File: config.mk
export PLATFORM = sky130hd
export DESIGN_NAME = mips_core
export DESIGN_NICKNAME = d
export VERILOG_FILES = /design/src/common/mips_pkg.sv /design/src/mips_core.sv /design/src/decode/mips_decode.sv /design/src/pc_unit.sv /design/src/mem_align.sv /design/src/regfile.sv /design/src/mips_alu.sv
export VERILOG_INCLUDE_DIRS = /design/src /design/src/common
export SDC_FILE = /design/constraint.sdc
export NUM_CORES = 2
export LEC_CHECK = 0
export BUFFER_PORTS_ARGS = -buffer_cell sky130_fd_sc_hd__buf_2
export CORE_MARGIN = 3
export CORE_UTILIZATION = 40
export CTS_CLUSTER_SIZE = 28
export DETAILED_ROUTE_END_ITERATION = 7
export SYNTH_ARGS = -nofsm -noshare
export SYNTH_HDL_FRONTEND = slang
export SYNTH_HIERARCHICAL = 1
export SYNTH_SLANG_ARGS = --single-unit
export TNS_END_PERCENT = 1
File: constraint.sdc
create_clock -name clk -period 5.6 [get_ports clk]
set_input_delay 0.28 -clock clk [delete_from_list [all_inputs] [get_ports clk]]
set_output_delay 0.28 -clock clk [all_outputs]
set_load 0.03 [all_outputs]
File: src/common/mips_params.svh
// mips core constants
`ifndef MIPS_PARAMS_SVH
`define MIPS_PARAMS_SVH

// first fetch address after reset
`define MIPS_TEXT_START 32'h0040_0000
// jal writes its return address here
`define MIPS_LINK_REG   5'd31
`define MIPS_REG_COUNT  32

// primary opcodes
`define MIPS_OP_SPECIAL 6'h00
`define MIPS_OP_J       6'h02
`define MIPS_OP_JAL     6'h03
`define MIPS_OP_BEQ     6'h04
`define MIPS_OP_BNE     6'h05
`define MIPS_OP_ADDIU   6'h09
`define MIPS_OP_ANDI    6'h0c
`define MIPS_OP_ORI     6'h0d
`define MIPS_OP_XORI    6'h0e
`define MIPS_OP_LUI     6'h0f
`define MIPS_OP_LB      6'h20
`define MIPS_OP_LW      6'h23
`define MIPS_OP_LBU     6'h24
`define MIPS_OP_SB      6'h28
`define MIPS_OP_SW      6'h2b

// function codes under the special opcode
`define MIPS_FN_SLL     6'h00
`define MIPS_FN_SRL     6'h02
`define MIPS_FN_SRA     6'h03
`define MIPS_FN_JR      6'h08
`define MIPS_FN_SYSCALL 6'h0c
`define MIPS_FN_ADDU    6'h21
`define MIPS_FN_SUBU    6'h23
`define MIPS_FN_AND     6'h24
`define MIPS_FN_OR      6'h25
`define MIPS_FN_XOR     6'h26
`define MIPS_FN_NOR     6'h27
`define MIPS_FN_SLT     6'h2a

`endif
File: src/common/mips_pkg.sv
// mips core types
package mips_pkg;

   // one architectural word, data or byte address
   typedef logic [31:0] word_t;

   // byte address with its two low bits dropped
   typedef logic [29:0] word_addr_t;

   // register file index
   typedef logic [4:0] reg_idx_t;

   // store lane mask, bit 3 is the most significant byte
   typedef logic [3:0] byte_en_t;

   // alu operations
   // lui moves the low half of operand b to the top
   typedef enum logic [3:0] {
      ALU_ADD,
      ALU_SUB,
      ALU_AND,
      ALU_OR,
      ALU_XOR,
      ALU_NOR,
      ALU_SLT,
      ALU_SLL,
      ALU_SRL,
      ALU_SRA,
      ALU_LUI
   } alu_op_e;

   // data memory access kind
   typedef enum logic [2:0] {
      MEM_NONE,
      MEM_LW,
      MEM_LB,
      MEM_LBU,
      MEM_SW,
      MEM_SB
   } mem_op_e;

   // source of the address fetched after the delay slot
   typedef enum logic [1:0] {
      PC_SEQ,
      PC_BRANCH,
      PC_JUMP,
      PC_REG
   } pc_sel_e;

endpackage

File: src/mips_core.sv
// mips single-cycle core
`timescale 1ns/1ps
`include "mips_params.svh"

module mips_core (
   input  logic                 clk,
   input  logic                 rst_b,
   output mips_pkg::word_addr_t inst_addr,
   input  mips_pkg::word_t      inst,
   output mips_pkg::word_addr_t mem_addr,
   output mips_pkg::word_t      mem_data_in,
   input  mips_pkg::word_t      mem_data_out,
   output mips_pkg::byte_en_t   mem_write_en,
   output logic                 halted
);
   import mips_pkg::*;

   alu_op_e  alu_op;
   mem_op_e  mem_op;
   pc_sel_e  pc_sel;
   reg_idx_t rs;
   reg_idx_t rt;
   reg_idx_t dest;
   reg_idx_t wr_idx;
   word_t    imm;
   word_t    pc;
   word_t    link_addr;
   word_t    rs_data;
   word_t    rt_data;
   word_t    op_a;
   word_t    op_b;
   word_t    alu_result;
   word_t    load_data;
   word_t    wr_data;
   logic     use_imm;
   logic     use_shamt;
   logic     reg_write;
   logic     link;
   logic     is_bne;
   logic     halt_req;
   logic     alu_zero;
   logic     is_load;
   logic     wr_en;

   // fetch and data addresses are word aligned
   assign inst_addr = pc[31:2];
   assign mem_addr  = alu_result[31:2];

   mips_decode decode_inst (
      .inst(inst), .alu_op(alu_op), .mem_op(mem_op), .pc_sel(pc_sel),
      .rs(rs), .rt(rt), .dest(dest), .imm(imm),
      .use_imm(use_imm), .use_shamt(use_shamt), .reg_write(reg_write),
      .link(link), .is_bne(is_bne), .halt_req(halt_req)
   );

   pc_unit pc_unit_inst (
      .clk(clk), .rst_b(rst_b), .pc_sel(pc_sel), .is_bne(is_bne),
      .alu_zero(alu_zero), .imm(imm), .jump_index(inst[25:0]),
      .rs_data(rs_data), .halt_req(halt_req),
      .pc(pc), .link_addr(link_addr), .halted(halted)
   );

   // jal overrides the decoded destination
   assign wr_idx = link ? `MIPS_LINK_REG : dest;
   // nothing retires once the core has stopped
   assign wr_en  = reg_write & ~halted;

   regfile regfile_inst (
      .clk(clk), .rst_b(rst_b), .rs(rs), .rt(rt), .wr_idx(wr_idx),
      .wr_data(wr_data), .wr_en(wr_en), .rs_data(rs_data), .rt_data(rt_data)
   );

   // shifts act on rt, everything else on rs
   assign op_a = use_shamt ? rt_data : rs_data;
   assign op_b = use_imm ? imm : rt_data;

   mips_alu alu_inst (
      .op_a(op_a), .op_b(op_b), .shamt(inst[10:6]), .alu_op(alu_op),
      .result(alu_result), .zero(alu_zero)
   );

   mem_align mem_align_inst (
      .mem_op(mem_op), .byte_sel(alu_result[1:0]), .rt_data(rt_data),
      .mem_data_out(mem_data_out), .halted(halted),
      .mem_write_en(mem_write_en), .mem_data_in(mem_data_in), .load_data(load_data)
   );

   // writeback source: link address, load value or alu result
   assign is_load = (mem_op == MEM_LW) || (mem_op == MEM_LB) || (mem_op == MEM_LBU);
   assign wr_data = link ? link_addr : (is_load ? load_data : alu_result);

endmodule

File: src/decode/mips_decode.sv
// instruction decoder
`timescale 1ns/1ps
`include "mips_params.svh"

module mips_decode (
   input  mips_pkg::word_t    inst,
   output mips_pkg::alu_op_e  alu_op,
   output mips_pkg::mem_op_e  mem_op,
   output mips_pkg::pc_sel_e  pc_sel,
   output mips_pkg::reg_idx_t rs,
   output mips_pkg::reg_idx_t rt,
   output mips_pkg::reg_idx_t dest,
   output mips_pkg::word_t    imm,
   output logic               use_imm,
   output logic               use_shamt,
   output logic               reg_write,
   output logic               link,
   output logic               is_bne,
   output logic               halt_req
);
   import mips_pkg::*;

   logic [5:0] opcode;
   logic [5:0] funct;
   logic       sign_ext;

   assign opcode = inst[31:26];
   assign funct  = inst[5:0];
   assign rs     = inst[25:21];
   assign rt     = inst[20:16];

   // logic immediates are zero extended, the rest sign extended
   assign imm = sign_ext ? {{16{inst[15]}}, inst[15:0]} : {16'h0000, inst[15:0]};

   always_comb
   begin
      // defaults decode as a harmless nop
      alu_op    = ALU_ADD;
      mem_op    = MEM_NONE;
      pc_sel    = PC_SEQ;
      dest      = inst[20:16];
      sign_ext  = 1'b1;
      use_imm   = 1'b0;
      use_shamt = 1'b0;
      reg_write = 1'b0;
      link      = 1'b0;
      is_bne    = 1'b0;
      halt_req  = 1'b0;
      case (opcode)
         `MIPS_OP_SPECIAL:
         begin
            // r-type writes rd
            dest      = inst[15:11];
            reg_write = 1'b1;
            case (funct)
               `MIPS_FN_ADDU: alu_op = ALU_ADD;
               `MIPS_FN_SUBU: alu_op = ALU_SUB;
               `MIPS_FN_AND:  alu_op = ALU_AND;
               `MIPS_FN_OR:   alu_op = ALU_OR;
               `MIPS_FN_XOR:  alu_op = ALU_XOR;
               `MIPS_FN_NOR:  alu_op = ALU_NOR;
               `MIPS_FN_SLT:  alu_op = ALU_SLT;
               `MIPS_FN_SLL,
               `MIPS_FN_SRL,
               `MIPS_FN_SRA:
               begin
                  // low funct bits pick the shift kind
                  alu_op    = (funct[1:0] == 2'b00) ? ALU_SLL :
                              (funct[1:0] == 2'b10) ? ALU_SRL : ALU_SRA;
                  use_shamt = 1'b1;
               end
               `MIPS_FN_JR:
               begin
                  pc_sel    = PC_REG;
                  reg_write = 1'b0;
               end
               `MIPS_FN_SYSCALL:
               begin
                  reg_write = 1'b0;
                  halt_req  = 1'b1;
               end
               default:
               begin
                  // unknown function code stops the core too
                  reg_write = 1'b0;
                  halt_req  = 1'b1;
               end
            endcase
         end
         `MIPS_OP_ADDIU,
         `MIPS_OP_ANDI,
         `MIPS_OP_ORI,
         `MIPS_OP_XORI,
         `MIPS_OP_LUI:
         begin
            use_imm   = 1'b1;
            reg_write = 1'b1;
            // only addiu keeps the sign
            sign_ext  = (opcode == `MIPS_OP_ADDIU);
            case (opcode)
               `MIPS_OP_ANDI: alu_op = ALU_AND;
               `MIPS_OP_ORI:  alu_op = ALU_OR;
               `MIPS_OP_XORI: alu_op = ALU_XOR;
               `MIPS_OP_LUI:  alu_op = ALU_LUI;
               default:       alu_op = ALU_ADD;
            endcase
         end
         `MIPS_OP_LW,
         `MIPS_OP_LB,
         `MIPS_OP_LBU:
         begin
            // address is rs plus offset
            use_imm   = 1'b1;
            reg_write = 1'b1;
            mem_op    = (opcode == `MIPS_OP_LW) ? MEM_LW :
                        (opcode == `MIPS_OP_LB) ? MEM_LB : MEM_LBU;
         end
         `MIPS_OP_SW,
         `MIPS_OP_SB:
         begin
            use_imm = 1'b1;
            mem_op  = (opcode == `MIPS_OP_SW) ? MEM_SW : MEM_SB;
         end
         `MIPS_OP_BEQ,
         `MIPS_OP_BNE:
         begin
            // alu compares rs with rt
            pc_sel = PC_BRANCH;
            is_bne = (opcode == `MIPS_OP_BNE);
         end
         `MIPS_OP_J:
            pc_sel = PC_JUMP;
         `MIPS_OP_JAL:
         begin
            pc_sel    = PC_JUMP;
            link      = 1'b1;
            reg_write = 1'b1;
         end
         default:
            halt_req = 1'b1;
      endcase
   end

endmodule

File: src/pc_unit.sv
// program counter with delay slot
`timescale 1ns/1ps
`include "mips_params.svh"

module pc_unit (
   input  logic              clk,
   input  logic              rst_b,
   input  mips_pkg::pc_sel_e pc_sel,
   input  logic              is_bne,
   input  logic              alu_zero,
   input  mips_pkg::word_t   imm,
   input  logic [25:0]       jump_index,
   input  mips_pkg::word_t   rs_data,
   input  logic              halt_req,
   output mips_pkg::word_t   pc,
   output mips_pkg::word_t   link_addr,
   output logic              halted
);
   import mips_pkg::*;

   // address of the delay slot instruction
   word_t next_pc;
   word_t target;
   logic  taken;
   logic  hold;

   // beq wants equal operands, bne wants them different
   assign taken     = alu_zero ^ is_bne;
   assign hold      = halted | halt_req;
   // return lands after the delay slot
   assign link_addr = pc + 32'd8;

   // target only takes effect one instruction later
   always_comb
   begin
      case (pc_sel)
         PC_BRANCH: target = taken ? pc + 32'd4 + {imm[29:0], 2'b00} : next_pc + 32'd4;
         PC_JUMP:   target = {pc[31:28], jump_index, 2'b00};
         PC_REG:    target = rs_data;
         default:   target = next_pc + 32'd4;
      endcase
   end

   always_ff @(posedge clk or negedge rst_b)
   begin
      if (!rst_b)
      begin
         pc      <= `MIPS_TEXT_START;
         next_pc <= `MIPS_TEXT_START + 32'd4;
         halted  <= 1'b0;
      end
      else
      begin
         // both registers freeze on the halting instruction itself
         if (!hold)
         begin
            pc      <= next_pc;
            next_pc <= target;
         end
         // sticky until the next reset
         if (halt_req)
         begin
            halted <= 1'b1;
         end
      end
   end

endmodule

File: src/mem_align.sv
// load and store byte alignment
`timescale 1ns/1ps

module mem_align (
   input  mips_pkg::mem_op_e  mem_op,
   input  logic [1:0]         byte_sel,
   input  mips_pkg::word_t    rt_data,
   input  mips_pkg::word_t    mem_data_out,
   input  logic               halted,
   output mips_pkg::byte_en_t mem_write_en,
   output mips_pkg::word_t    mem_data_in,
   output mips_pkg::word_t    load_data
);
   import mips_pkg::*;

   logic [7:0] lane;

   // big-endian lanes, offset 0 is the top byte
   always_comb
   begin
      case (byte_sel)
         2'd0:    lane = mem_data_out[31:24];
         2'd1:    lane = mem_data_out[23:16];
         2'd2:    lane = mem_data_out[15:8];
         default: lane = mem_data_out[7:0];
      endcase
   end

   always_comb
   begin
      case (mem_op)
         MEM_LB:  load_data = {{24{lane[7]}}, lane};
         MEM_LBU: load_data = {24'h000000, lane};
         default: load_data = mem_data_out;
      endcase
   end

   // sb puts the byte on every lane, the mask picks one
   assign mem_data_in = (mem_op == MEM_SB) ? {4{rt_data[7:0]}} : rt_data;

   always_comb
   begin
      mem_write_en = '0;
      // a halted core never writes memory
      if (!halted)
      begin
         case (mem_op)
            MEM_SW:  mem_write_en = 4'b1111;
            MEM_SB:  mem_write_en = 4'b1000 >> byte_sel;
            default: mem_write_en = 4'b0000;
         endcase
      end
   end

endmodule

File: src/regfile.sv
// general purpose register file
`timescale 1ns/1ps
`include "mips_params.svh"

module regfile (
   input  logic               clk,
   input  logic               rst_b,
   input  mips_pkg::reg_idx_t rs,
   input  mips_pkg::reg_idx_t rt,
   input  mips_pkg::reg_idx_t wr_idx,
   input  mips_pkg::word_t    wr_data,
   input  logic               wr_en,
   output mips_pkg::word_t    rs_data,
   output mips_pkg::word_t    rt_data
);
   import mips_pkg::*;

   word_t regs [`MIPS_REG_COUNT];

   // single write port, updated at the clock edge
   always_ff @(posedge clk or negedge rst_b)
   begin
      if (!rst_b)
      begin
         for (int i = 0; i < `MIPS_REG_COUNT; i++)
         begin
            regs[i] <= '0;
         end
      end
      else if (wr_en && (wr_idx != '0))
      begin
         regs[wr_idx] <= wr_data;
      end
   end

   // $zero is hardwired on both read ports
   assign rs_data = (rs == '0) ? '0 : regs[rs];
   assign rt_data = (rt == '0) ? '0 : regs[rt];

endmodule

File: src/mips_alu.sv
// integer alu
`timescale 1ns/1ps

module mips_alu (
   input  mips_pkg::word_t   op_a,
   input  mips_pkg::word_t   op_b,
   input  logic [4:0]        shamt,
   input  mips_pkg::alu_op_e alu_op,
   output mips_pkg::word_t   result,
   output logic              zero
);
   import mips_pkg::*;

   always_comb
   begin
      case (alu_op)
         ALU_ADD:
            result = op_a + op_b;
         ALU_SUB:
            result = op_a - op_b;
         ALU_AND:
            result = op_a & op_b;
         ALU_OR:
            result = op_a | op_b;
         ALU_XOR:
            result = op_a ^ op_b;
         ALU_NOR:
            result = ~(op_a | op_b);
         ALU_SLT:
         begin
            // two's complement compare
            result = ($signed(op_a) < $signed(op_b)) ? 32'd1 : 32'd0;
         end
         // shifts take rt on operand a and the shamt field
         ALU_SLL:
            result = op_a << shamt;
         ALU_SRL:
            result = op_a >> shamt;
         ALU_SRA:
         begin
            // sign bit fills from the left
            result = $signed(op_a) >>> shamt;
         end
         ALU_LUI:
            result = {op_b[15:0], 16'h0000};
         default:
            result = op_a + op_b;
      endcase
   end

   // equality flag feeds the beq/bne decision
   assign zero = (op_a == op_b);

endmodule

==> run metrics <==
Worst slew margin 0.260; Worst EP arrival 6900 ps; Top Ports 163; Total Routing Usage GR 0.332; Hold Path Class input pin to asynchronous set/reset pin; Pleak 44.3 nW; final worst setup slack -679 ps; gpl congestion 1.05; row count 156; cell area power density 233 mW/mm^2; H-Tree Depth 3; final instance count without filler cells 9967; Die Wd 433 um; failing checks design-rule violations, negative setup slack; WL/cell 31.8 um; Setup TNS Final -530610 ps; detailed placement HPWL 224000 um; initial drt markers 7645; Post-Syn Area per Cell 11.7 sq um; RSZ-0062 raised after global routing yes; clock period minus worst slack 6280 ps; Power Total 21.7 mW; Setup CP Type flip-flop to flip-flop; Post-Synthesis Cells 6248; CP startpoint kind flip-flop; Placed Cells 9711; first-pass GRT wire length 452000 um; Reg clk slew, reported paths 60 ps; Final Max Tran Viols 0; share of cells above drive strength 1 0.521; Die H 433 um; vias in the first global route 62900; largest net degree at the start of global routing 153; worst IR drop on VDD 0.000275 V; outcome complete, but fails checks; Hold Violations, Final 0; Worst Tran Pin Value 1110 ps; initial core utilization 0.403; max-cap viol count 0; clock sink count 1089; Final Cycle Share 1.12; CTS tree yes; critical path required time 6220 ps; via count 63300; drt pass-1 iters 8; global route total overflow 0; TritonCTS buffer count 115; initial antenna violation count 17; Syn Nets 6472; max frequency 0.159 GHz; post-layout util 0.515; endpoints failing setup 1040; Bufs on Longest Clock Path 3; final instance area 0.0934 sq mm; fillers 15900; Placed Area 0.0879 sq mm; ANT nets after route 0; port bufs 162; register area 0.0273 sq mm; Final Net Count 7711; Placement Setup Slack -1860 ps; Worst setup EP type flip-flop; Total Wirelength 317000 um; drt drc 2; CP max FO 31; Root Buffer clkbuf_16; area grow syn2layout 27.8%; core area 0.181 sq mm; Cell Area, Synth 0.0731 sq mm; skew final 60.3 ps; yosys warns 6; vias per cell 6.35; Clock Latency Late Sink 770 ps; Hold WS 175 ps; Multi-input gate area 0.0436 sq mm; Die ar. 0.188 sq mm
[metal layers]
metal | vias up | track usage | part of all wire
met5 | - | 0 | 0.00011
met1 | 32600 | 0.439 | 0.39
met2 | 3649 | 0.495 | 0.43
met4 | 6 | 0.189 | 0.068
li1 | 26200 | - | -
met3 | 839 | 0.0853 | 0.10
[placed cells by master, fill, tap and decap left out, types with 65 or more instances in the layout]
cell	count
a21oi_1	225
buf_12	142
buf_2	142
buf_4	1484
clkbuf_16	115
dfrtp_1	1086
ha_1	145
inv_1	108
mux2_2	1120
mux2i_1	210
mux4_2	487
nand2_1	418
nand3_1	65
nor2_1	213
nor2b_1	86
nor3_1	66
o21ai_0	165
o22ai_1	107
[worst max-delay path, stage by stage, from the launching register on]
cell and delay (ps):
dfrtp_1 400, buf_4 140, mux4_2 450, mux4_2 510, o22ai_1 210, nor3_1 80
buf_4 180, mux2_2 350, buf_4 190, mux2_1 300, mux2_2 290, mux2i_1 180
a21oi_1 190, o21ai_0 290, buf_4 160, nand2_1 50, o21ai_0 160, o311ai_4 180
buf_12 180, buf_8 150, o22ai_4 290, buf_6 200, o21ai_0 100, a21oi_1 240
a21oi_4 150, buf_12 190, mux2_1 290
[power breakdown]
| group | total [mW] | switching (mW) | internal (mW) |
|---|---|---|---|
| clock network | 8.20 | 3.44 | 4.76 |
| registers | 7.97 | 0.0538 | 7.92 |
| logic | 5.56 | 3.39 | 2.17 |
[flip-flops by register name (all words and copies together), names as in the netlist]
register	count
pc_unit_inst/pc	32
pc_unit_inst/next_pc	32
pc_unit_inst/halted	1
regfile_inst/regs	1024
[area by class of cell]
type / count / share of cell area
sequential: 1089 / 0.292
clock inverter: 48 / 0.00733
tap: 2370 / 0.0318
multi-input combinational: 4358 / 0.467
inverter: 128 / 0.00531
clock buffer: 167 / 0.0359
antenna: 12 / 0.000322
timing repair buffer: 1795 / 0.161
[path summary, 6_finish.rpt]
check	start	to	cells after the start	slack [ps]
min reg2reg	regfile_inst/regs[1005]$_DFFE_PN0P_	regfile_inst/regs[1005]$_DFFE_PN0P_	0	400
min	rst_b	regfile_inst/regs[506]$_DFFE_PN0P_	2	180
max	regfile_inst/regs[45]$_DFFE_PN0P_	regfile_inst/regs[618]$_DFFE_PN0P_	26	-680
min in group clk	inst[0]	pc_unit_inst/next_pc[2]$_DFFE_PN1P_	5	220
max reg2reg	regfile_inst/regs[45]$_DFFE_PN0P_	regfile_inst/regs[618]$_DFFE_PN0P_	26	-680
max in group asynchronous	rst_b	regfile_inst/regs[864]$_DFFE_PN0P_	3	3910
[timing repair]
| item | 4_1_cts | 5_1_grt |
|---|---|---|
| endpoints found under the hold margin | 87 | 0 |
| resized for setup | 212 | 69 |
| pin swaps | 54 | 32 |
| hold buffers | 1 | 0 |
| buffers inserted | 21 | 8 |
| endpoints found under the setup margin | 1058 | 1057 |
Power figures use the tool's default switching activity.
